--- src/logic/rob_consts.svh ---
`ifndef ROB_CONSTS_SVH
`define ROB_CONSTS_SVH

// queue sizing
`define ROB_DEPTH        16
`define ROB_STALL_LEVEL  12   // ready drops at this occupancy

// major opcodes handled by the rob
`define OPC_OP      7'b0110011
`define OPC_OP_IMM  7'b0010011
`define OPC_LUI     7'b0110111
`define OPC_AUIPC   7'b0010111

// funct3 of the alu group
`define F3_ADD_SUB  3'b000
`define F3_SLL      3'b001
`define F3_SLT      3'b010
`define F3_SLTU     3'b011
`define F3_XOR      3'b100
`define F3_SRL_SRA  3'b101
`define F3_OR       3'b110
`define F3_AND      3'b111

// funct7 marking sub and sra
`define F7_ALT      7'b0100000

`endif

--- src/logic/rob_pkg.sv ---
package rob_pkg;

  // entry index into the queue
  typedef logic [3:0]  rob_tag_t;

  // occupancy needs one bit more than a tag to hold 16
  typedef logic [4:0]  rob_cnt_t;

  typedef logic [4:0]  reg_idx_t;   // x0..x31
  typedef logic [31:0] xlen_t;
  typedef logic [31:0] instr_t;

  // life of one entry
  typedef enum logic [1:0] {
    ST_NEW    = 2'd0,   // enqueued but not decoded yet
    ST_ISSUED = 2'd1,   // waiting on a cdb result
    ST_DONE   = 2'd2
  } entry_state_t;

  // reservation station operations
  typedef enum logic [4:0] {
    ADD  = 5'd0,
    SUB  = 5'd1,
    AND  = 5'd2,
    OR   = 5'd3,
    XOR  = 5'd4,
    SLL  = 5'd5,
    SRL  = 5'd6,
    SRA  = 5'd7,
    SLT  = 5'd8,
    SLTU = 5'd9
  } alu_op_t;

endpackage

--- src/logic/reg_rename.sv ---
`timescale 1ns/100ps

module reg_rename (
  input  logic              clk,
  input  logic              rst,
  input  rob_pkg::reg_idx_t rs1_i,
  input  rob_pkg::reg_idx_t rs2_i,
  input  logic              rename_valid_i,
  input  rob_pkg::reg_idx_t rename_rd_i,
  input  rob_pkg::rob_tag_t rename_tag_i,
  input  logic              retire_valid_i,
  input  rob_pkg::reg_idx_t retire_rd_i,
  input  rob_pkg::xlen_t    retire_value_i,
  input  rob_pkg::rob_tag_t retire_tag_i,
  output logic              rs1_busy_o,
  output rob_pkg::rob_tag_t rs1_tag_o,
  output rob_pkg::xlen_t    rs1_value_o,
  output logic              rs2_busy_o,
  output rob_pkg::rob_tag_t rs2_tag_o,
  output rob_pkg::xlen_t    rs2_value_o
);
  import rob_pkg::*;

  xlen_t       regs_q [32];
  rob_tag_t    tag_q  [32];
  logic [31:0] busy_q;        // producer still in flight

  logic retire_hit, rename_hit;

  assign retire_hit = retire_valid_i && (retire_rd_i != '0);
  assign rename_hit = rename_valid_i && (rename_rd_i != '0);

  // x0 is never written or marked busy, so it reads as zero
  assign rs1_busy_o  = busy_q[rs1_i];
  assign rs1_tag_o   = tag_q[rs1_i];
  assign rs1_value_o = regs_q[rs1_i];
  assign rs2_busy_o  = busy_q[rs2_i];
  assign rs2_tag_o   = tag_q[rs2_i];
  assign rs2_value_o = regs_q[rs2_i];

  always_ff @(posedge clk) begin
    if (rst) begin
      busy_q <= '0;
      for (int i = 0; i < 32; i++) begin
        regs_q[i] <= '0;
        tag_q[i]  <= '0;
      end
    end else begin
      if (retire_hit) begin
        regs_q[retire_rd_i] <= retire_value_i;
        // a younger writer keeps ownership
        if (busy_q[retire_rd_i] && tag_q[retire_rd_i] == retire_tag_i) begin
          busy_q[retire_rd_i] <= 1'b0;
        end
      end
      // rename comes later and wins over a clear
      if (rename_hit) begin
        busy_q[rename_rd_i] <= 1'b1;
        tag_q[rename_rd_i]  <= rename_tag_i;
      end
    end
  end

endmodule

--- config.mk ---
export PLATFORM = sky130hd
export DESIGN_NAME = reg_rename
export DESIGN_NICKNAME = d
export VERILOG_FILES = /design/src/logic/rob_consts.svh /design/src/logic/rob_pkg.sv /design/src/logic/reg_rename.sv
export SDC_FILE = /design/constraint.sdc
export NUM_CORES = 2
export LEC_CHECK = 0
export ABC_AREA = 0
export CORE_AREA = 8 8 324 326
export DETAILED_ROUTE_END_ITERATION = 16
export DIE_AREA = 0 0 332 334
export DONT_BUFFER_PORTS = 1
export PLACE_DENSITY_LB_ADDON = 0.1
export SKIP_CTS_REPAIR_TIMING = 1
export SLEW_MARGIN = 30
export SYNTH_ARGS = -nofsm -noshare
export SYNTH_HDL_FRONTEND = slang
export SYNTH_SLANG_ARGS = --single-unit
export TNS_END_PERCENT = 5
--- constraint.sdc ---
create_clock -name clk -period 6.75 [get_ports clk]
set_clock_uncertainty 0.15 [all_clocks]
set_input_delay 1.35 -clock clk [delete_from_list [all_inputs] [get_ports clk]]
set_output_delay 1.35 -clock clk [all_outputs]
set_load 0.01 [all_outputs]
==> impl_metrics.env <==
export IMPL_status="completed"
export IMPL_synth_seq_cells=1184
export IMPL_synth_cell_types=39
export IMPL_die_area_sq_mm=0.111
export IMPL_pwr_share_clk_pct=39.7
export IMPL_fill_cells=6285
export IMPL_cts_root_buf="clkbuf_16"
export IMPL_grt_usage_pct=38.3
export IMPL_switching_share_pct=23.2
export IMPL_cp_cell_sequence="mux4_2, mux4_2, mux2_2"
export IMPL_clkSinkCount=1184
export IMPL_whs_endpoint="busy_q[0]$_SDFF_PP0_"
export IMPL_r2r_start="tag_q[26][3]$_SDFFCE_PN0P_"
export IMPL_netlist_top_cells_area="edfxtp_1, mux4_2, and2_1"
export IMPL_seq_area_sq_mm=0.0352
export IMPL_slowest_stage="mux4_2"
export IMPL_grt_pass1_vias=39871
export IMPL_numCtsBuffers=130
export IMPL_postSynthCellCount=3954
export IMPL_postRouteAntennaNets=0
export IMPL_ys_flop_type="edfxtp_1"
export IMPL_syn_avg_cell_area_sq_um=16.2
export IMPL_grt_setup_unrepaired="no"
export IMPL_worstPathRequired_ns=5.25
export IMPL_nets=3835
export IMPL_p_per_area_mw_per_mm2=250
export IMPL_insertion_delay_ns=0.75
export IMPL_grt_ovfl_total=0
export IMPL_p_int_mw=13.4
export IMPL_drc=0
export IMPL_worst_pin_slew_ns=1.22
export IMPL_firstDrtPassIters=6
export IMPL_setup_violations=0
export IMPL_grt_pass1_wl_um=298000
export IMPL_arrival_ns=3.59
export IMPL_fin_tns_setup_ns=0
export IMPL_finalCritPeriodShare_pct=75.3
export IMPL_maxCapViolations=0
export IMPL_hold_viol_final=0
export IMPL_via_count=40012
export IMPL_start_kind="primary input"
export IMPL_p_comb_share_pct=10.4
export IMPL_antenna_found_initial=22
export IMPL_drt_wirelength_per_cell_um=41.3
export IMPL_drive_above_1_share_pct=30.1
export IMPL_met1_usage_pct=49.5
export IMPL_period_needed_ns=5.09
export IMPL_coreArea_sq_mm=0.0996
export IMPL_p_sw_mw=4.04
export IMPL_slew_headroom_pct=18.8
export IMPL_met2_usage_pct=57.6
export IMPL_cts_max_level=4
export IMPL_portBuffers=0
export IMPL_place_ws_ns=2.25
export IMPL_tritoncts="built"
export IMPL_cpPeakStageDelay_ns=0.79
export IMPL_synth_area_sq_mm=0.0642
export IMPL_area_growth_pct=8.34
export IMPL_hp_start="busy_q[0]$_SDFF_PP0_"
export IMPL_initial_core_util_pct=64.5
export IMPL_clkSlewWorstSetupHoldPaths_ns=0.05
export IMPL_leakagePower_nw=23.1
export IMPL_path_class="primary input to primary output"
export IMPL_cp_common_cell="mux4_2"
export IMPL_max_freq_mhz=197
export IMPL_synth_async_reset_ratio_pct=0
export IMPL_crit_fanout=296
export IMPL_drt_iter0_markers=6838
export IMPL_rr_endpoint="busy_q[3]$_SDFF_PP0_"
export IMPL_ff2ff_setup_slack_ns=4.08
export IMPL_vias_per_cell=7.73
export IMPL_cts_path_max_buffers=3
export IMPL_hold_path_class="flip-flop to flip-flop"
export IMPL_synth_yosys_seq_area_share_pct=54.9
export IMPL_ff2ff_path_depth=8
export IMPL_netlist_area_leader_share_pct=53.9
export IMPL_drv_slew=0
export IMPL_groute_layer_met3_usage_pct=13.0
export IMPL_netlist_top_cell_by_area="edfxtp_1"
export IMPL_hpwl_um=117000
export IMPL_utilization_pct=69.8
export IMPL_fp_dieH_um=334
export IMPL_setup_ws_ns=1.66
export IMPL_end_kind="primary output"
export IMPL_grt_max_degree=297
export IMPL_gp_congestion=0.942
export IMPL_ir_drop_mv=0.250
export IMPL_ios=138
export IMPL_seqPwrFrac_pct=49.9
export IMPL_synth_edf_count=1152
export IMPL_ys_warn_count=0
export IMPL_dieWidth_um=332
export IMPL_routed_wl_um=214000
export IMPL_rows=116
export IMPL_multi_input_area_sq_mm=0.0279
export IMPL_top_usage_layer="met2"
export IMPL_hold_path_cell_count=1
## cells by family after synthesis
| group | count (synthesis) | share of synthesized area [%] |
|---|---|---|
| AND/OR/NAND/NOR | 1308 | 12.4 |
| AO/OA/AOI/OAI | 147 | 1.21 |
| XOR/XNOR | 4 | 0.0546 |
| other | 1 | 0.00584 |
| multiplexers | 878 | 28.6 |
| flip-flops | 1184 | 54.9 |
| buffers and inverters | 432 | 2.83 |
## worst max path at each step
stage	startpoint	slack (ns)	end
after floorplan	retire_rd_i[1]	1.51	regs_q[10][0]$_SDFFCE_PN0P_
after global placement	rs2_i[0]	2.24	rs2_value_o[27]
after detailed placement	retire_rd_i[3]	2.25	regs_q[16][19]$_SDFFCE_PN0P_
after CTS	rs1_i[0]	2.24	rs1_value_o[27]
after global routing	rs2_i[0]	1.86	rs2_value_o[27]
final	rs2_i[0]	1.66	rs2_value_o[27]
## placed cells by master (no fill, tap or decap), drive strengths merged
master,n
bufinv,8
a32oi,3
clkinv,52
or3,2
nor2b,6
dfxtp,32
nand2,17
nand4bb,2
nand4b,5
nand3,8
mux2,74
edfxtp,1152
mux4,756
nor4,38
o21ai,59
nor3b,2
conb,36
xor2,4
and3,1
nand3b,3
nor2,80
diode,11
or4b,4
nand2b,2
nand4,7
and2,1117
nor3,7
o22ai,22
buf,79
or2,4
inv,10
clkinvlp,3
a31oi,1
clkbuf,159
mux2i,48
a21oi,62
or4,1
or4bb,2
## registers in the layout (all words and copies together), names as in the netlist
register,flops
tag_q,128
regs_q,1024
busy_q,32
## cells in the mapped netlist, types with 8 or more instances
master,number
mux2_2,74
nor4_1,37
buf_1,37
a21oi_1,62
nand3_1,8
buf_2,66
o21ai_0,59
buf_4,12
dfxtp_1,32
mux4_2,756
mux2i_1,48
o22ai_1,22
and2_1,1117
edfxtp_1,1152
nand2_1,17
clkbuf_1,305
nor2_1,80
buf_6,9
## cell type report
class / count / share of cell area, %
clock buffer: 159 / 4.96
multi-input combinational: 2373 / 40.1
antenna: 11 / 0.0396
tap: 1298 / 2.34
sequential: 1184 / 50.7
clock inverter: 70 / 0.876
inverter: 3 / 0.0198
timing repair buffer: 79 / 1.00
## metrics by stage
stage / instances / instance area [sq um] / hold slack [ns] / power (mW)
2_1_floorplan: 3989 / 64300 / 0.315 / 10.2
3_3_place_gp: 4933 / 65400 / 0.345 / 10.5
3_5_place_dp: 4935 / 65400 / 0.344 / 10.6
4_1_cts: 5164 / 69500 / 0.355 / 17.4
5_1_grt: 5166 / 69500 / 0.362 / 17.7
6_report: 5177 / 69500 / 0.355 / 17.4
## power by group through the flow
| stage | sequential [mW] | clock, mW | combinational (mW) |
|---|---|---|---|
| floorplan | 8.76 | 0 | 1.48 |
| global placement | 8.78 | 0 | 1.73 |
| detailed placement | 8.84 | 0 | 1.75 |
| CTS | 8.69 | 6.92 | 1.76 |
| global route | 8.73 | 7.18 | 1.82 |
| finish | 8.69 | 6.91 | 1.80 |
## routing by layer
layer	routed length (um)	vias to the layer above
met3	32500	812
met2	96800	3609
met4	14000	2
li1	-	15121
met5	8	-
met1	70300	20468
## critical path: cells and delay by family
family  cells  cell delay (ns)
mux         3             1.77
(Power assumes the default switching activity.)
