**src/logic/rob_consts.svh**
```systemverilog
`ifndef ROB_CONSTS_SVH
`define ROB_CONSTS_SVH

// queue sizing
`define ROB_DEPTH        16
`define ROB_STALL_LEVEL  12   // ready drops at this occupancy

// major opcodes handled by the rob
`define OPC_OP      7'b0110011
`define OPC_OP_IMM  7'b0010011
`define OPC_LUI     7'b0110111
`define OPC_AUIPC   7'b0010111

// funct3 of the alu group
`define F3_ADD_SUB  3'b000
`define F3_SLL      3'b001
`define F3_SLT      3'b010
`define F3_SLTU     3'b011
`define F3_XOR      3'b100
`define F3_SRL_SRA  3'b101
`define F3_OR       3'b110
`define F3_AND      3'b111

// funct7 marking sub and sra
`define F7_ALT      7'b0100000

`endif

```
**src/logic/rob_pkg.sv**
```systemverilog
package rob_pkg;

  // entry index into the queue
  typedef logic [3:0]  rob_tag_t;

  // occupancy needs one bit more than a tag to hold 16
  typedef logic [4:0]  rob_cnt_t;

  typedef logic [4:0]  reg_idx_t;   // x0..x31
  typedef logic [31:0] xlen_t;
  typedef logic [31:0] instr_t;

  // life of one entry
  typedef enum logic [1:0] {
    ST_NEW    = 2'd0,   // enqueued but not decoded yet
    ST_ISSUED = 2'd1,   // waiting on a cdb result
    ST_DONE   = 2'd2
  } entry_state_t;

  // reservation station operations
  typedef enum logic [4:0] {
    ADD  = 5'd0,
    SUB  = 5'd1,
    AND  = 5'd2,
    OR   = 5'd3,
    XOR  = 5'd4,
    SLL  = 5'd5,
    SRL  = 5'd6,
    SRA  = 5'd7,
    SLT  = 5'd8,
    SLTU = 5'd9
  } alu_op_t;

endpackage

```
**src/logic/rob_store.sv**
```systemverilog
`timescale 1ns/100ps
`include "rob_consts.svh"

module rob_store (
  input  logic              clk,
  input  logic              rst,
  input  rob_pkg::instr_t   instr_i,
  input  rob_pkg::xlen_t    pc_i,
  input  logic              cdb0_valid_i,
  input  rob_pkg::rob_tag_t cdb0_tag_i,
  input  rob_pkg::xlen_t    cdb0_value_i,
  input  logic              cdb1_valid_i,
  input  rob_pkg::rob_tag_t cdb1_tag_i,
  input  rob_pkg::xlen_t    cdb1_value_i,
  input  logic              issue_valid_i,
  input  rob_pkg::rob_tag_t issue_tag_i,
  input  logic              complete_valid_i,
  input  rob_pkg::rob_tag_t complete_tag_i,
  input  rob_pkg::xlen_t    complete_value_i,
  input  rob_pkg::rob_tag_t lookup1_tag_i,
  input  rob_pkg::rob_tag_t lookup2_tag_i,
  output logic              lookup1_done_o,
  output rob_pkg::xlen_t    lookup1_value_o,
  output logic              lookup2_done_o,
  output rob_pkg::xlen_t    lookup2_value_o,
  output logic              newest_new_o,
  output rob_pkg::rob_tag_t newest_tag_o,
  output rob_pkg::instr_t   newest_instr_o,
  output rob_pkg::xlen_t    newest_pc_o,
  output logic              instr_ready_o,
  output logic              retire_valid_o,
  output rob_pkg::reg_idx_t retire_rd_o,
  output rob_pkg::xlen_t    retire_value_o,
  output rob_pkg::rob_tag_t retire_tag_o,
  output rob_pkg::rob_tag_t head_tag_o
);
  import rob_pkg::*;

  entry_state_t state_q [`ROB_DEPTH];
  instr_t       instr_q [`ROB_DEPTH];
  xlen_t        pc_q    [`ROB_DEPTH];
  xlen_t        value_q [`ROB_DEPTH];

  rob_tag_t head_q, tail_q;
  rob_cnt_t count_q, count_next;
  rob_tag_t newest;
  logic     enq, ret;
  logic [6:0] head_op;
  logic     head_writes_rd;

  // result seen either in the entry or on a bus this cycle
  function automatic logic tag_done(rob_tag_t tag);
    return (state_q[tag] == ST_DONE) ||
           (cdb0_valid_i && cdb0_tag_i == tag) ||
           (cdb1_valid_i && cdb1_tag_i == tag);
  endfunction

  function automatic xlen_t tag_value(rob_tag_t tag);
    if (cdb0_valid_i && cdb0_tag_i == tag) return cdb0_value_i;
    if (cdb1_valid_i && cdb1_tag_i == tag) return cdb1_value_i;
    return value_q[tag];
  endfunction

  assign enq = instr_i[1:0] != 2'b00;   // low bits set means a word is present
  assign ret = (count_q != '0) && (state_q[head_q] == ST_DONE);
  assign count_next = count_q + rob_cnt_t'(enq) - rob_cnt_t'(ret);

  always_comb begin
    lookup1_done_o  = tag_done(lookup1_tag_i);
    lookup1_value_o = tag_value(lookup1_tag_i);
    lookup2_done_o  = tag_done(lookup2_tag_i);
    lookup2_value_o = tag_value(lookup2_tag_i);
  end

  // newest entry sits just behind the tail
  assign newest         = tail_q - 1'b1;
  assign newest_new_o   = (count_q != '0) && (state_q[newest] == ST_NEW);
  assign newest_tag_o   = newest;
  assign newest_instr_o = instr_q[newest];
  assign newest_pc_o    = pc_q[newest];

  // only the alu and upper-immediate groups own a result
  always_comb begin
    head_op = instr_q[head_q][6:0];
    head_writes_rd = (head_op == `OPC_OP) || (head_op == `OPC_OP_IMM) ||
                     (head_op == `OPC_LUI) || (head_op == `OPC_AUIPC);
  end

  assign retire_valid_o = ret;
  assign retire_rd_o    = head_writes_rd ? instr_q[head_q][11:7] : '0;
  assign retire_value_o = head_writes_rd ? value_q[head_q] : '0;
  assign retire_tag_o   = head_q;
  assign head_tag_o     = head_q;

  always_ff @(posedge clk) begin
    if (rst) begin
      head_q        <= '0;
      tail_q        <= '0;
      count_q       <= '0;
      instr_ready_o <= 1'b0;
      for (int i = 0; i < `ROB_DEPTH; i++) begin
        state_q[i] <= ST_NEW;
      end
    end else begin
      if (enq) begin
        state_q[tail_q] <= ST_NEW;
        tail_q          <= tail_q + 1'b1;
      end
      if (issue_valid_i)    state_q[issue_tag_i]    <= ST_ISSUED;
      if (complete_valid_i) state_q[complete_tag_i] <= ST_DONE;
      if (cdb0_valid_i)     state_q[cdb0_tag_i]     <= ST_DONE;
      if (cdb1_valid_i)     state_q[cdb1_tag_i]     <= ST_DONE;
      if (ret) head_q <= head_q + 1'b1;
      count_q       <= count_next;
      instr_ready_o <= count_next < rob_cnt_t'(`ROB_STALL_LEVEL);
    end
  end

  // entry payload
  always_ff @(posedge clk) begin
    if (enq) begin
      instr_q[tail_q] <= instr_i;
      pc_q[tail_q]    <= pc_i;
    end
    if (complete_valid_i) value_q[complete_tag_i] <= complete_value_i;
    if (cdb0_valid_i)     value_q[cdb0_tag_i]     <= cdb0_value_i;
    if (cdb1_valid_i)     value_q[cdb1_tag_i]     <= cdb1_value_i;
  end

endmodule

```
**config.mk**
```make
export PLATFORM = sky130hd
export DESIGN_NAME = rob_store
export DESIGN_NICKNAME = d
export VERILOG_FILES = /design/src/logic/rob_pkg.sv /design/src/logic/rob_store.sv
export VERILOG_INCLUDE_DIRS = /design/src /design/src/logic
export SDC_FILE = /design/constraint.sdc
export NUM_CORES = 2
export LEC_CHECK = 0
export BUFFER_PORTS_ARGS = -buffer_cell sky130_fd_sc_hd__buf_2
export CAP_MARGIN = 20
export CORE_AREA = 2 2 527 529
export DETAILED_ROUTE_END_ITERATION = 6
export DIE_AREA = 0 0 529 531
export PLACE_DENSITY = 0.55
export SLEW_MARGIN = 20
export SYNTH_ARGS = -nofsm -noshare
export SYNTH_HDL_FRONTEND = slang
export SYNTH_SLANG_ARGS = --single-unit
```
**constraint.sdc**
```tcl
create_clock -name clk -period 6.86 [get_ports clk]
set_clock_uncertainty 0.15 [all_clocks]
set_input_delay 1.715 -clock clk [delete_from_list [all_inputs] [get_ports clk]]
set_output_delay 1.715 -clock clk [all_outputs]
set_load 0.05 [all_outputs]
```
==> key figures <==
Clocking
  • Clock slew at reported path FFs: 60 ps
  • CTS H-tree lvls: 4
  • Number of setup buffers added after CTS: 0
  • CTS tree: done
  • Num CTS Buffers: 183
  • Clk root buf: clkbuf_16
  • Post-cts resize count: 0
  • CTS Hold Bufs: 0
  • Clock Tree Buf Depth: 4
  • Sink Count: roughly 1,600
  • Worst-skew pair later-pin latency: 830 ps

Power
  • Lkg Pwr: 30.1 nW
  • Sw Pwr: 7.24 mW
  • Sequential Power Share: between 40% and 50%
  • Combinational Power Share: 18.6%
  • Sw Share: 28.5%
  • Final Power: 25.4 mW
  • Internal: roughly 18 mW
  • P per Cell Area: 271 nW/µm²
  • Clock Power Share: 37.2%
  • Worst vdd ir: roughly 0.3 mV

Critical path
  • Worst-case reg-to-reg path depth: 12
  • Crit path DAT: 4350 ps
  • CP Data Required Time: 4990 ps
  • R2R Setup Slk: 2580 ps
  • RR Endpoint: instr_ready_o$_SDFF_PP0_
  • Critical Path Start Type: flip-flop
  • Critical path class: flip-flop to output pin
  • Maximum fanout along the worst path: 48
  • Crit. End Element: output pin

Floorplan
  • Core area: 275,000 µm²
  • Initial Util: about 30%
  • Row cnt: 193
  • Die Area: 281,000 µm²
  • # IOs: 372
  • Die height: 531 µm
  • Die width: around 530 µm

GRT
  • Initial antenna violation count: 84
  • First-pass GRT wire length: 404,000 µm
  • Largest net degree at the start of global routing: 103
  • Vias in the first global route: 51,365
  • GR Overflow Total: 0
  • Total GRT Usage: 20.2%

Cells and area
  • Fin util: about 34%
  • # nets final: 5,510
  • # fillers: 26,189
  • Reg area: 47,100 µm²
  • Area delta synth->final: 14.0%
  • Share of cells above drive strength 1: a little under a third
  • Footprint of the multi-input gates: 32,700 µm²

STA
  • Slew Limit Fails: 0
  • Final setup vio count: 0
  • Setup total negative slack: 0 ps
  • Tcrit/Tclk final: between 90% and 100%
  • Max Fclk: 161 MHz
  • Fin. Hold Viols: 0
  • RSZ-0062 raised after global routing: no
  • Slew @ Worst Pin: 1200 ps
  • Rel. slew slack: between 20% and 30%
  • Min Clock Period, post-route: 6210 ps

Route
  • Initial drt markers: 6,542
  • DRC errors left: 0
  • Wire length per cell: 31.9 µm
  • First-pass DRT Iterations: 6
  • Post-Route WL: 289,000 µm
  • Vias per cell: 5.71
  • DR vias: between 50,000 and 60,000
  • Antenna-violating nets left: 0

Synth
  • Area leader, netlist: edfxtp_1
  • Yosys top cell area share: between 50% and 60%
  • Ys async rst share: 0%
  • Synth cell types: 49
  • EDFF count, synth: 1,536
  • Top cells by area, synth: edfxtp_1 56%, mux4_2 23%, mux2i_1 6.3%
  • Ys flop type: edfxtp_1
  • Syn_nets: 5,388
  • Avg Cell Area, Syn: between 15 and 20 µm²
  • Synthesized instance count: 5,185
  • Post-synthesis sequential area ratio: 57.4%
  • Post-synthesis register bit count: 1,586
  • Synth warn: 0
  • Post-Syn Area: 82,100 µm²

Outcome
  • Status: complete, no violations

Worst hold path
  • Hold EP: state_q[4][0]$_SDFFE_PP0P_
  • Hold path start: state_q[4][0]$_SDFFE_PP0P_
  • Worst hold-check path type: flip-flop to flip-flop
  • Hold path cells: 2

Place
  • HPWL Detailed: 166,000 µm
  • IO buf count: 371
  • GPL Wtd Cong: 0.842

Job
  • Maxcap violations: 0
==> worst max-delay path by stage <==
stage                           startpoint                 end  slack [ps]  cells after the start
floorplan           tail_q[0]$_SDFFE_PP0N_        newest_new_o         940                     11
global placement          lookup1_tag_i[0]  lookup1_value_o[5]         830                      9
detailed placement        lookup1_tag_i[0]  lookup1_value_o[5]         830                      9
CTS                 tail_q[0]$_SDFFE_PP0N_   newest_instr_o[8]         570                      6
global route        tail_q[0]$_SDFFE_PP0N_  newest_instr_o[25]         490                      5
finish              tail_q[0]$_SDFFE_PP0N_   newest_instr_o[8]         650                      6
==> critical path, cell delays in order (launching register included) <==
cell	delay, ps
dfxtp_4	630
inv_1	270
ha_4	910
buf_12	350
mux4_2	360
mux4_2	600
buf_2	270
==> sequential cells by signal (all words and copies together) (netlist names), named ones only <==
register and count:
state_q 32, instr_ready_o 1, tail_q 4, pc_q 512, head_tag_o 4, value_q 512
instr_q 512, count_q 5
==> area by class of cell <==
class                           instances  area share, %
Antenna cell                           21         0.0562
Tap cell                             3607           4.82
Clock buffer                          222           5.15
Sequential cell                      1586           50.4
Timing Repair Buffer                  497           3.52
Inverter                               77          0.317
Clock inverter                         93          0.828
Multi-Input combinational cell       2962           34.9
==> through the flow <==
stage / worst slack (ps) / cells / cell area (µm²) / hold slack [ps]
after floorplan: 942 / 5185 / 82100 / 294
after global placement: 827 / 8728 / 87900 / 302
after detailed placement: 830 / 8729 / 87900 / 309
after CTS: 572 / 9044 / 93500 / 317
after global routing: 494 / 9055 / 93500 / 331
final: 647 / 9065 / 93600 / 315
==> power by group through the flow <==
stage                     Clock (mW)  Combinational (mW)  Sequential [mW]
after floorplan                    0                3.28             11.3
after global placement             0                4.72             11.4
after detailed placement           0                4.75             11.4
after CTS                       9.60                4.76             11.2
after global routing            9.96                4.97             11.2
final                           9.45                4.72             11.2
==> cell families after synthesis <==
group           synth area share (%)
compound gates                  4.75
xor+xnor                       0.287
fa+ha+maj                      0.207
buf+inv                         3.54
flops                           57.4
mux                             29.3
simple gates                    4.47
==> cells in the mapped netlist, drive strengths merged (17+ instances only) <==
master / instances
nand3: 43
nor2: 389
nor2b: 51
a22oi: 64
mux2i: 514
clkbuf: 281
clkinv: 43
inv: 34
a31o: 17
nand2b: 26
edfxtp: 1536
buf: 279
a21oi: 347
dfxtp: 50
nand2: 280
mux4: 840
o21ai: 261
==> placed cells by master (no fill, tap or decap), types with 33 or more instances in the layout <==
master / n
clkinv_1: 83
buf_12: 34
o21ai_0: 197
nor2_1: 366
buf_4: 95
nand2_1: 268
clkbuf_1: 33
mux2i_1: 514
dfxtp_1: 46
a21oi_1: 347
clkbuf_16: 186
a22oi_1: 64
mux4_2: 840
edfxtp_1: 1536
o21ai_1: 64
buf_2: 363
nor2b_1: 50
==> per-layer routing <==
metal  vias to the layer above  global-route usage (%)  routed length [µm]
met2                      2823                    32.8              139000
met1                     27103                    25.9              112000
met3                       700                    5.09               26800
li1                      21036                       -                   -
met5                         -                       0                 353
met4                        56                    7.87               11600
(Power assumes the default switching activity.)
