**src/logic/rob_consts.svh**
```systemverilog
`ifndef ROB_CONSTS_SVH
`define ROB_CONSTS_SVH

// queue sizing
`define ROB_DEPTH        16
`define ROB_STALL_LEVEL  12   // ready drops at this occupancy

// major opcodes handled by the rob
`define OPC_OP      7'b0110011
`define OPC_OP_IMM  7'b0010011
`define OPC_LUI     7'b0110111
`define OPC_AUIPC   7'b0010111

// funct3 of the alu group
`define F3_ADD_SUB  3'b000
`define F3_SLL      3'b001
`define F3_SLT      3'b010
`define F3_SLTU     3'b011
`define F3_XOR      3'b100
`define F3_SRL_SRA  3'b101
`define F3_OR       3'b110
`define F3_AND      3'b111

// funct7 marking sub and sra
`define F7_ALT      7'b0100000

`endif

```
**src/logic/rob_pkg.sv**
```systemverilog
package rob_pkg;

  // entry index into the queue
  typedef logic [3:0]  rob_tag_t;

  // occupancy needs one bit more than a tag to hold 16
  typedef logic [4:0]  rob_cnt_t;

  typedef logic [4:0]  reg_idx_t;   // x0..x31
  typedef logic [31:0] xlen_t;
  typedef logic [31:0] instr_t;

  // life of one entry
  typedef enum logic [1:0] {
    ST_NEW    = 2'd0,   // enqueued but not decoded yet
    ST_ISSUED = 2'd1,   // waiting on a cdb result
    ST_DONE   = 2'd2
  } entry_state_t;

  // reservation station operations
  typedef enum logic [4:0] {
    ADD  = 5'd0,
    SUB  = 5'd1,
    AND  = 5'd2,
    OR   = 5'd3,
    XOR  = 5'd4,
    SLL  = 5'd5,
    SRL  = 5'd6,
    SRA  = 5'd7,
    SLT  = 5'd8,
    SLTU = 5'd9
  } alu_op_t;

endpackage

```
**src/logic/rs_dispatch.sv**
```systemverilog
`timescale 1ns/100ps
`include "rob_consts.svh"

module rs_dispatch (
  input  logic              clk,
  input  logic              rst,
  input  logic              newest_new_i,
  input  rob_pkg::rob_tag_t newest_tag_i,
  input  rob_pkg::instr_t   newest_instr_i,
  input  rob_pkg::xlen_t    newest_pc_i,
  input  logic              rs1_busy_i,
  input  rob_pkg::rob_tag_t rs1_tag_i,
  input  rob_pkg::xlen_t    rs1_value_i,
  input  logic              rs2_busy_i,
  input  rob_pkg::rob_tag_t rs2_tag_i,
  input  rob_pkg::xlen_t    rs2_value_i,
  input  logic              lookup1_done_i,
  input  rob_pkg::xlen_t    lookup1_value_i,
  input  logic              lookup2_done_i,
  input  rob_pkg::xlen_t    lookup2_value_i,
  output rob_pkg::reg_idx_t rs1_o,
  output rob_pkg::reg_idx_t rs2_o,
  output rob_pkg::rob_tag_t lookup1_tag_o,
  output rob_pkg::rob_tag_t lookup2_tag_o,
  output logic              issue_valid_o,
  output rob_pkg::rob_tag_t issue_tag_o,
  output logic              complete_valid_o,
  output rob_pkg::rob_tag_t complete_tag_o,
  output rob_pkg::xlen_t    complete_value_o,
  output logic              rename_valid_o,
  output rob_pkg::reg_idx_t rename_rd_o,
  output rob_pkg::rob_tag_t rename_tag_o,
  output logic              rs_valid_o,
  output rob_pkg::alu_op_t  rs_op_o,
  output rob_pkg::xlen_t    rs_vj_o,
  output rob_pkg::xlen_t    rs_vk_o,
  output logic              rs_qj_valid_o,
  output rob_pkg::rob_tag_t rs_qj_o,
  output logic              rs_qk_valid_o,
  output rob_pkg::rob_tag_t rs_qk_o,
  output rob_pkg::rob_tag_t rs_dest_o
);
  import rob_pkg::*;

  logic [6:0] opcode, funct7;
  logic [2:0] funct3;
  reg_idx_t   rd;
  logic       is_op, is_op_imm, is_lui, is_auipc, is_shift;
  logic       alu_go, upper_go;
  xlen_t      imm_i, imm_u, shamt;
  alu_op_t    op_d;
  xlen_t      vj_d, vk_d;
  logic       qj_valid_d, qk_valid_d;

  // register value, forwarded rob value, or nothing while waiting
  function automatic xlen_t pick_value(logic busy, logic done, xlen_t reg_v, xlen_t rob_v);
    if (!busy) return reg_v;
    if (done) return rob_v;
    return '0;
  endfunction

  assign opcode = newest_instr_i[6:0];
  assign rd     = newest_instr_i[11:7];
  assign funct3 = newest_instr_i[14:12];
  assign funct7 = newest_instr_i[31:25];

  assign is_op     = opcode == `OPC_OP;
  assign is_op_imm = opcode == `OPC_OP_IMM;
  assign is_lui    = opcode == `OPC_LUI;
  assign is_auipc  = opcode == `OPC_AUIPC;
  assign is_shift  = (funct3 == `F3_SLL) || (funct3 == `F3_SRL_SRA);

  assign imm_i = {{20{newest_instr_i[31]}}, newest_instr_i[31:20]};
  assign imm_u = {newest_instr_i[31:12], 12'b0};
  assign shamt = {27'b0, newest_instr_i[24:20]};

  assign alu_go   = newest_new_i && (is_op || is_op_imm);
  assign upper_go = newest_new_i && (is_lui || is_auipc);

  // source lookups go to both side units
  assign rs1_o         = newest_instr_i[19:15];
  assign rs2_o         = newest_instr_i[24:20];
  assign lookup1_tag_o = rs1_tag_i;
  assign lookup2_tag_o = rs2_tag_i;

  always_comb begin
    case (funct3)
      `F3_ADD_SUB: op_d = (is_op && funct7 == `F7_ALT) ? SUB : ADD;  // addi has no sub
      `F3_SLL:     op_d = SLL;
      `F3_SLT:     op_d = SLT;
      `F3_SLTU:    op_d = SLTU;
      `F3_XOR:     op_d = XOR;
      `F3_SRL_SRA: op_d = (funct7 == `F7_ALT) ? SRA : SRL;
      `F3_OR:      op_d = OR;
      `F3_AND:     op_d = AND;
      default:     op_d = ADD;
    endcase
  end

  always_comb begin
    qj_valid_d = rs1_busy_i && !lookup1_done_i;
    vj_d       = pick_value(rs1_busy_i, lookup1_done_i, rs1_value_i, lookup1_value_i);
    if (is_op) begin
      qk_valid_d = rs2_busy_i && !lookup2_done_i;
      vk_d       = pick_value(rs2_busy_i, lookup2_done_i, rs2_value_i, lookup2_value_i);
    end else begin
      qk_valid_d = 1'b0;
      vk_d       = is_shift ? shamt : imm_i;
    end
  end

  // issue alu work, finish everything else right here
  assign issue_valid_o    = alu_go;
  assign issue_tag_o      = newest_tag_i;
  assign complete_valid_o = newest_new_i && !alu_go;
  assign complete_tag_o   = newest_tag_i;
  assign complete_value_o = is_lui   ? imm_u :
                            is_auipc ? newest_pc_i + imm_u : '0;  // unknown opcodes give 0

  assign rename_valid_o = (alu_go || upper_go) && (rd != '0);
  assign rename_rd_o    = rd;
  assign rename_tag_o   = newest_tag_i;

  always_ff @(posedge clk) begin
    if (rst) begin
      rs_valid_o <= 1'b0;
    end else begin
      rs_valid_o <= alu_go;
    end
  end

  // packet payload
  always_ff @(posedge clk) begin
    rs_op_o       <= op_d;
    rs_vj_o       <= vj_d;
    rs_vk_o       <= vk_d;
    rs_qj_valid_o <= qj_valid_d;
    rs_qj_o       <= qj_valid_d ? rs1_tag_i : '0;
    rs_qk_valid_o <= qk_valid_d;
    rs_qk_o       <= qk_valid_d ? rs2_tag_i : '0;
    rs_dest_o     <= newest_tag_i;
  end

endmodule

```
**config.mk**
```make
export PLATFORM = sky130hd
export DESIGN_NAME = rs_dispatch
export DESIGN_NICKNAME = d
export VERILOG_FILES = /design/src/logic/rob_pkg.sv /design/src/logic/rs_dispatch.sv
export VERILOG_INCLUDE_DIRS = /design/src /design/src/logic
export SDC_FILE = /design/constraint.sdc
export NUM_CORES = 1
export LEC_CHECK = 0
export ABC_AREA = 1
export BUFFER_PORTS_ARGS = -buffer_cell sky130_fd_sc_hd__buf_2
export CORE_AREA = 3 3 139 141
export DETAILED_ROUTE_END_ITERATION = 12
export DIE_AREA = 0 0 142 144
export SLEW_MARGIN = 10
export SYNTH_ARGS = -nofsm -noshare
export SYNTH_HDL_FRONTEND = slang
export SYNTH_SLANG_ARGS = --single-unit
export TNS_END_PERCENT = 100
```
**constraint.sdc**
```tcl
create_clock -name clk -period 1.8 [get_ports clk]
set_input_delay 0.18 -clock clk [delete_from_list [all_inputs] [get_ports clk]]
set_output_delay 0.18 -clock clk [all_outputs]
set_load 0.02 [all_outputs]
```
==> qor.yml, run 1 <==
clock_network:
  cts_root_buffer: "clkbuf_16"
  cts.sinks: 83
  clk_pin_slew_ps: 70
  cts_buffers: 9
  cts_tree: "done"
  clk_path_buf_depth: 2
  h-tree-depth: 3
setup_path:
  path_buf_inv: 2
  crit_end: "complete_value_o[26]"
  crit_path_top_delay_cell: "fa_2"
  crit_path_cell_trace: "buf_6 -> ha_4 -> fa_2 -> nand3_2 -> nand3_4 -> nand2_2 -> nand2_2 -> nand3_2 -> nand3b_1 -> nand3_1 -> nand2_1 -> buf_6"
  arrival_ps: 1640
  critPathKind: "in2out"
  end_kind: "output pin"
  worstSetupStartpoint: "newest_instr_i[12]"
  crit_family: "simple AND/OR/NAND/NOR gates"
  cp.required_ps: 1620
  max_stage_delay_ps: 380
  cp-start-kind: "input pin"
  cp.depth: 12
  cp_max_fo: 4
cells_and_area:
  final_common_cell: "buf_2"
  fillers: 1912
  num-nets-final: 1381
  final_util_pct: 44.7
  final_cells: 1385
  layout.cells.most_common_list: "buf_2, nand2_1, nand3_1, dfxtp_1, buf_4"
  drive_gt1_share_pct: 46.1
  syn2layout_area_growth_pct: 64.9
placed_design:
  dpl.cell_count: 1358
  gp_congestion: 0.978
  io_buffers: 363
  dp_hpwl_mm: 17.0
grt:
  gr-usage-met1_pct: 24.0
  use_met3_pct: 4.13
  grt_usage_pct: 19.0
  grt_max_degree: 33
  grt_overflow: 0
  grt_pass1_wl_mm: 30.5
  grt_pass1_vias: 5811
  antenna_found_initial: 2
  busiest_layer: "met2"
  met2_usage_pct: 32.4
synth:
  syn_nets: 1001
  synth_top_cell_area_share_pct: 33.9
  syn_inst: 770
  yosysUniqueCellTypes: 35
  ys_top_cells_by_area: "dfxtp_1, nand2_1, nand3_1"
  yosysTopAreaCell: "dfxtp_1"
  yosysWarnings: 0
  synth-seq-cells: 83
  synth_seq_area_share_pct: 33.9
  synth.avg_cell_area_sq_um: 6.37
  syn_area_sq_um: 4900
die:
  die_w_um: 142
  io_pins: 365
  rows: 49
  fp.dieH_um: 144
  start_util_pct: 27.1
  dieArea_sq_um: 20400
  core_sq_um: 18100
sta:
  finalSetupViolations: 1
  fmax_ghz: 0.548
  rsz0062_at_grt: "true"
  layout_min_cycle_time_ps: 1820
  min_period_over_period_pct: 101
  fin_ws_ps: -24.3
  hold_viol_final: 0
  maxSlewViolCount: 0
run:
  cap_viol_max_count: 0
routing:
  drtIter0Drc: 317
  wirelength_mm: 21.3
  drtPass1Iterations: 4
  vias: 6233
  vias_per_cell: 4.50
  ant_nets: 0
  wire_per_inst_um: 15.4
  drcViolationCount: 0
power:
  leakage_nw: 4.62
  cellPowerDensity_nw_per_um2: 694
  worst_ir_drop_vdd_mv: 0.502
hold_path:
  worstHoldPathType: "in2reg"
outcome:
  status: "complete, but fails checks"
  violations: "negative setup slack"
==> state kept, by name, indices dropped and copies added (netlist names) <==
name,count
rs_qj_valid_o,1
rs_qk_valid_o,1
rs_valid_o,1
rs_vk_o,32
rs_qj_o,4
rs_vj_o,32
rs_qk_o,4
rs_op_o,4
rs_dest_o,4
==> logic make-up after synthesis <==
logic type,Yosys count,share of synthesized area [%]
flip-flops,83,33.9
AND/OR/NAND/NOR,464,39.8
adder cells (fa/ha/maj),20,5.26
other,1,0.0765
XOR/XNOR,2,0.357
AO/OA/AOI/OAI,58,6.38
buffers and inverters,142,14.3
==> through the flow <==
stage / total power, mW / setup TNS (ps) / setup WS, ps / instance area [sq um] / hold slack [ps]
CTS: 5.57 / -51.1 / -41.3 / 7810 / 18.4
floorplan: 2.81 / 0 / 57.8 / 4900 / 208
finish: 5.61 / -24.3 / -24.3 / 8090 / 31.4
global placement: 3.44 / -1920 / -224 / 7090 / 318
detailed placement: 3.45 / -2240 / -239 / 7090 / 322
global route: 5.90 / -806 / -130 / 8090 / 15.7
==> synthesized netlist by cell type <==
library cell and count:
nand2_1 290, nand3_1 92, dfxtp_1 83, inv_1 71, nor2_1 61, buf_4 41, a21oi_1 29, clkbuf_1 21
ha_1 19, o21ai_0 15, a31oi_1 11, nand3b_1 5, buf_2 4, nand4_1 3, nor3_1 3, and2_1 2
inv_2 2, a2111oi_0 1, a22oi_1 1, buf_1 1, buf_6 1, clkinv_2 1, conb_1 1, fa_1 1
nand2_4 1, nand3_2 1, nand3b_4 1, nor2_2 1, nor2_8 1, nor4_1 1, o21bai_1 1, or2_2 1
or2_4 1, xnor2_1 1, xor2_1 1
==> layer usage <==
layer	part of all wire, %	up-vias
li1	-	3151
met1	41	2795
met2	50	256
met3	6.6	31
met4	2.5	0
met5	0	-
==> power breakdown <==
group / internal, mW / switching [mW]
Combinational: 0.710 / 0.942
Clock: 1.13 / 0.847
Sequential: 1.95 / 0.0255
Total: 3.80 / 1.81
==> cell type report <==
class	count	area, sq um	share of cell area (%)
Clock buffer	10	239	2.95
Clock inverter	6	71.3	0.882
Tap cell	229	287	3.54
Timing Repair Buffer	437	2550	31.6
Sequential cell	83	1660	20.5
Antenna cell	1	2.50	0.0309
Multi-Input combinational cell	545	2990	37.0
Inverter	74	282	3.48
==> worst min-delay path by stage <==
stage                                from           end  slack, ps  depth (start not counted)
after global placement    newest_tag_i[1]  rs_dest_o[1]        320                          1
after detailed placement  newest_tag_i[1]  rs_dest_o[1]        320                          1
final                      rs1_value_i[3]    rs_vj_o[3]         30                          3
after global routing      rs1_value_i[10]   rs_vj_o[10]         20                          3
after floorplan           newest_tag_i[0]  rs_dest_o[0]        210                          0
after CTS                  rs1_value_i[3]    rs_vj_o[3]         20                          3
==> worst min-delay path, cell delays in order <==
cell and delay [ps]:
buf_2 70, nand2_1 40, nand2_1 50
==> what timing repair did <==
item                       CTS  global route
hold endpoints to repair     5             0
setup buffers                1             4
resized for setup           59            72
hold buffers                 5             0
pin swaps                   18            40
setup endpoints to repair   16            16
Power figures use the tool's default switching activity.
==> run 2, diff against run 1 <==
--- a/config.mk
+++ b/config.mk
@@ -8,9 +8,12 @@
 export LEC_CHECK = 0
 export ABC_AREA = 1
 export BUFFER_PORTS_ARGS = -buffer_cell sky130_fd_sc_hd__buf_2
-export CORE_AREA = 3 3 139 141
+export CELL_PAD_IN_SITES_DETAIL_PLACEMENT = 2
+export CELL_PAD_IN_SITES_GLOBAL_PLACEMENT = 2
+export CORE_MARGIN = 8
+export CORE_UTILIZATION = 19
 export DETAILED_ROUTE_END_ITERATION = 12
-export DIE_AREA = 0 0 142 144
+export PLACE_DENSITY_LB_ADDON = 0.1
 export SLEW_MARGIN = 10
 export SYNTH_ARGS = -nofsm -noshare
 export SYNTH_HDL_FRONTEND = slang
==> qor.yml, run 2 (synthesized netlist as in run 1, its figures left out) <==
outcome:
  status: "complete, but fails checks"
  violations: "negative setup slack"
grt:
  grt_pass1_vias: 7064  # +22%
  grt_max_degree: 33  # unchanged
  grt_overflow: 0  # unchanged
  grt_pass1_wl_mm: 40.3  # +32%
  grt_usage_pct: 16.6  # -2.4 points
  antenna_found_initial: 8  # +6
cells_and_area:
  layout.cells.most_common_list: "buf_2, nand2_1, dfxtp_1"
  final_common_cell: "buf_2"
  final_util_pct: 32.7  # -12 points
  largestRegisters: "rs_vj_o (32), rs_vk_o (32)"
  num-nets-final: 1380  # -0.072%
  syn2layout_area_growth_pct: 71.3
  drive_gt1_share_pct: 48.3  # +2.1 points
  fillers: 3185  # +67%
sta:
  layout_min_cycle_time_ps: 1840  # +19.4 ps
  fmax_ghz: 0.542  # -1.1%
  fin_ws_ps: -43.7  # -19.4 ps
  hold_viol_final: 0  # unchanged
  rsz0062_at_grt: "true"
  finalSetupViolations: 3  # +2
  maxSlewViolCount: 0  # unchanged
  min_period_over_period_pct: 102  # +1.1 points
power:
  worst_ir_drop_vdd_mv: 0.438  # -13%
  cellPowerDensity_nw_per_um2: 677  # -2.5%
  totalPowerFinal_mw: 5.68  # +1.3%
  leakage_nw: 4.68  # +1.3%
routing:
  vias_per_cell: 4.28  # -4.9%
  drtIter0Drc: 145  # -54%
  vias: 6380  # +2.4%
  ant_nets: 0  # unchanged
  wire_per_inst_um: 18.0  # +17%
  drtPass1Iterations: 4  # unchanged
  wirelength_mm: 26.8  # +26%
  drcViolationCount: 0  # unchanged
placed_design:
  gp_congestion: 0.747  # -24%
  io_buffers: 363  # unchanged
  place_ws_ps: -363  # -124 ps
  dp_hpwl_mm: 22.3  # +32%
die:
  core_sq_um: 25700  # +42%
  start_util_pct: 19.1  # -8.0 points
  io_pins: 365  # unchanged
  dieArea_sq_um: 31200  # +53%
  rows: 59  # +20%
  die_w_um: 177  # +24%
  fp.dieH_um: 177  # +23%
setup_path:
  cp_max_fo: 3  # -1
  worstSetupStartpoint: "newest_instr_i[12]"
  cp.required_ps: 1620  # about the same
  critPathKind: "in2out"
  arrival_ps: 1660  # +20 ps
  end_kind: "output pin"
  crit_end: "complete_value_o[26]"
  cp-start-kind: "input pin"
clock_network:
  cts_tree: "done"
  cts_root_buffer: "clkbuf_16"
  h-tree-depth: 3  # unchanged
  clk_pin_slew_ps: 80  # about the same
  cts.sinks: 83  # unchanged
  cts_buffers: 9  # unchanged
  clk_path_buf_depth: 2  # unchanged
hold_path:
  min_path_cells: 3  # unchanged
  worstHoldPathType: "in2reg"
run:
  cap_viol_max_count: 0  # unchanged
[run 2: cell types whose count changed in the layout (fill, tap and decap cells not counted), moves of 3 or more]
cell / previous run / this run
a21oi_2: 6 / 12
buf_4: 71 / 65
o21ai_1: 3 / 7
a21oi_1: 22 / 16
buf_6: 20 / 17
buf_2: 338 / 341
o21ai_0: 12 / 7
nand2_1: 263 / 253
nand2_4: 6 / 14
buf_12: 2 / 7
nor2_4: 2 / 5
[run 2: timing repair]
action	4_1_cts	5_1_grt
endpoints found under the hold margin	5	0
buffers inserted	1	4
hold buffers	5	0
resized for setup	90	87
gates cloned	0	0
endpoints found under the setup margin	17	17
pin swaps	15	32
[run 2: stage by stage]
step | instance area [sq um] | hold slack (ps) | cells | setup TNS, ps
3_3_place_gp | 7280 | 321 | 1463 | -3130
5_1_grt | 8400 | 13.1 | 1490 | -764
4_1_cts | 8100 | 5.57 | 1485 | -141
2_1_floorplan | 4900 | 208 | 770 | 0
3_5_place_dp | 7280 | 323 | 1463 | -3330
6_report | 8400 | 23.5 | 1490 | -56.8
[run 2: layout make-up]
class / count / area [sq um] / area share (%)
Timing Repair Buffer: 436 / 2590 / 30.8
Inverter: 74 / 282 / 3.35
Clock buffer: 9 / 225 / 2.68
Sequential cell: 83 / 1660 / 19.8
Clock inverter: 7 / 83.8 / 0.998
Multi-Input combinational cell: 545 / 3140 / 37.3
Tap cell: 335 / 419 / 4.99
Antenna cell: 1 / 2.50 / 0.0298
[run 2: worst min path at each step]
| stage | end | start | slack [ps] |
|---|---|---|---|
| finish | rs_vj_o[3] | rs1_value_i[3] | 20 |
| global route | rs_vj_o[1] | rs1_value_i[1] | 10 |
| CTS | rs_vj_o[1] | rs1_value_i[1] | 6 |
| detailed placement | rs_dest_o[1] | newest_tag_i[1] | 320 |
| global placement | rs_dest_o[1] | newest_tag_i[1] | 320 |
| floorplan | rs_dest_o[0] | newest_tag_i[0] | 210 |
[run 2: routing by layer]
layer  routed length (um)  GRT usage, %
met5                   84             0
met2                13100          29.1
met3                 2300          6.70
met4                  353          3.54
met1                11000          18.7
[run 2: power breakdown]
group | total (mW) | internal [mW] | switching (mW)
Sequential | 1.98 | 1.95 | 0.0237
Combinational | 1.74 | 0.734 | 1.01
Clock | 1.96 | 1.10 | 0.863
Total | 5.68 | 3.79 | 1.90
[run 2: worst max-delay path, cell delays in order]
cell and delay [ps]:
buf_8 100, ha_4 150, fa_2 360, nand3_2 90, nand3_4 120, nand2_4 90, nand2_4 60, nand3_2 70
nand2_1 50, nand2_1 60, nand3_1 60, nand2_1 110, buf_6 140
==> run 3, diff against run 2 <==
--- a/config.mk
+++ b/config.mk
@@ -6,7 +6,6 @@
 export SDC_FILE = /design/constraint.sdc
 export NUM_CORES = 1
 export LEC_CHECK = 0
-export ABC_AREA = 1
 export BUFFER_PORTS_ARGS = -buffer_cell sky130_fd_sc_hd__buf_2
 export CELL_PAD_IN_SITES_DETAIL_PLACEMENT = 2
 export CELL_PAD_IN_SITES_GLOBAL_PLACEMENT = 2
==> qor.yml, run 3 <==
run:
  cap_viol_max_count: 0  # unchanged
setup_path:
  cp-start-kind: "input pin"
  cp_max_fo: 2  # -1
  end_kind: "output pin"
  critPathKind: "in2out"
  arrival_ps: 2210  # +550 ps
  cp.required_ps: 1620  # about the same
placed_design:
  gp_congestion: 0.817  # +9.4%
  io_buffers: 363  # unchanged
  dp_hpwl_mm: 22.6  # +1.3%
  place_area_sq_um: 7310  # +0.38%
  place_ws_ps: -776  # -414 ps
  dpl.cell_count: 1291  # -12%
sta:
  maxSlewViolCount: 0  # unchanged
  layout_min_cycle_time_ps: 2390  # +548 ps
  whs_ps: 41.1  # +17.6 ps
  tightest_slew_ps: 630
  slew_headroom_pct: 58.0
  min_period_over_period_pct: 133  # +30 points
  tns_ps: -6870  # -6820 ps
  rsz0062_at_grt: "true"
  fmax_ghz: 0.418  # -23%
  fin_ws_ps: -591  # -548 ps
  hold_viol_final: 0  # unchanged
  finalSetupViolations: 17  # +14
grt:
  grt_pass1_vias: 6522  # -7.7%
  antenna_found_initial: 6  # -2
  grt_overflow: 0  # unchanged
  grt_pass1_wl_mm: 38.9  # -3.4%
  grt_usage_pct: 17.4  # +0.79 points
  grt_max_degree: 36  # +9.1%
clock_network:
  cts_root_buffer: "clkbuf_16"
  cts.sinks: 83  # unchanged
  clk_path_buf_depth: 2  # unchanged
  cts_tree: "done"
  h-tree-depth: 3  # unchanged
  clk_pin_slew_ps: 60  # -20 ps
  cts_buffers: 9  # unchanged
cells_and_area:
  fin_area_sq_um: 8220  # -2.2%
  drive_gt1_share_pct: 55.4  # +7.1 points
  final_common_cell: "buf_2"
  final_util_pct: 35.2  # +2.5 points
  largestRegisters: "rs_vj_o (32), rs_vk_o (32)"
  layout.cells.most_common_list: "buf_2, buf_4, dfxtp_1"
  final_cells: 1326  # -11%
  syn2layout_area_growth_pct: 82.9
  num-nets-final: 1230  # -11%
routing:
  wirelength_mm: 26.7  # -0.60%
  drtIter0Drc: 131  # -9.7%
  drcViolationCount: 0  # unchanged
  drtPass1Iterations: 4  # unchanged
  vias: 5730  # -10%
  ant_nets: 0  # unchanged
  wire_per_inst_um: 20.1  # +12%
  vias_per_cell: 4.32  # +0.92%
hold_path:
  hold_start: "lookup1_value_i[14]"
  hold_end: "rs_vj_o[14]"
  min_path_cells: 3  # unchanged
  worstHoldPathType: "in2reg"
die:
  rows: 56  # -5.1%
  die_w_um: 170  # -3.9%
  io_pins: 365  # unchanged
  dieArea_sq_um: 28800  # -7.6%
  fp.dieH_um: 170  # -3.9%
  core_sq_um: 23300  # -9.2%
  start_util_pct: 19.3  # +0.17 points
synth:
  yosys-top-cells-count: "dfxtp_1, o21ai_0, nand2_1"
  synth_top_cell_area_share_pct: 37.0  # +3.1 points
  synthArstFlopShare_pct: 0  # unchanged
  yosysWarnings: 0  # unchanged
  synth-seq-cells: 83  # unchanged
  ys_top_cells_by_area: "dfxtp_1, o21ai_0, buf_4"
  synth_seq_area_share_pct: 37.0  # +3.1 points
  syn_inst: 574  # -25%
  yosysTopAreaCell: "dfxtp_1"
  yosys_most_used_dff: "dfxtp_1"
  yosysUniqueCellTypes: 48  # +37%
  syn_area_sq_um: 4490  # -8.4%
  synth.avg_cell_area_sq_um: 7.83  # +23%
  syn_nets: 805  # -20%
  synth_edf_count: 0  # unchanged
  yosysMostFrequentCell: "dfxtp_1"
outcome:
  status: "complete, but fails checks"
  violations: "negative setup slack"
power:
  worst_ir_drop_vdd_mv: 0.314  # -28%
  totalPowerFinal_mw: 5.74  # +1.0%
  leakage_nw: 4.16  # -11%
  cellPowerDensity_nw_per_um2: 698  # +3.2%
run 3: worst max-delay path, stage by stage:
cell	delay, ps
buf_6	100
ha_4	230
a21o_4	220
a221oi_4	340
buf_4	160
a21bo_2	220
a21o_1	200
a211o_1	270
o211ai_1	100
buf_4	180
run 3: repair_timing:
item,CTS,global route
pin swaps,33,15
resized for setup,92,20
buffers inserted,10,4
setup endpoints to repair,16,29
endpoints found under the hold margin,5,0
hold buffers,5,0
run 3: worst max path at each step:
stage,startpoint,endpoint
floorplan,newest_instr_i[12],complete_value_o[28]
global placement,newest_instr_i[12],complete_value_o[28]
detailed placement,newest_instr_i[12],complete_value_o[28]
CTS,newest_instr_i[12],complete_value_o[24]
global route,newest_instr_i[12],complete_value_o[24]
finish,newest_instr_i[18],complete_value_o[24]
run 3: area by class of cell:
class | instances | area (sq um)
fill | 2738 | 15100
timing repair buffer | 475 | 2890
multi-input combinational | 390 | 2800
sequential | 83 | 1660
tap | 319 | 399
clock buffer | 10 | 239
inverter | 40 | 150
clock inverter | 6 | 72.6
antenna | 3 | 7.51
run 3: logic make-up after synthesis:
logic type	after synthesis	share of synthesized area, %
compound gates	174	21.9
xor+xnor	14	2.73
fa+ha+maj	20	5.74
buf+inv	101	11.5
flops	83	37.0
mux	4	0.891
other cells	1	0.0834
simple gates	177	20.2
run 3: power by group:
group	switching (mW)	internal [mW]
combinational	0.972	0.849
sequential	0.0281	1.95
clock	0.807	1.13
total	1.81	3.93
run 3: per-layer routing:
| layer | wire [um] | up-vias | GRT usage [%] |
|---|---|---|---|
| li1 | - | 2752 | - |
| met5 | 32 | - | 0 |
| met2 | 14600 | 220 | 34.2 |
| met1 | 9800 | 2723 | 17.6 |
| met4 | 451 | 6 | 4.73 |
| met3 | 1770 | 29 | 4.72 |
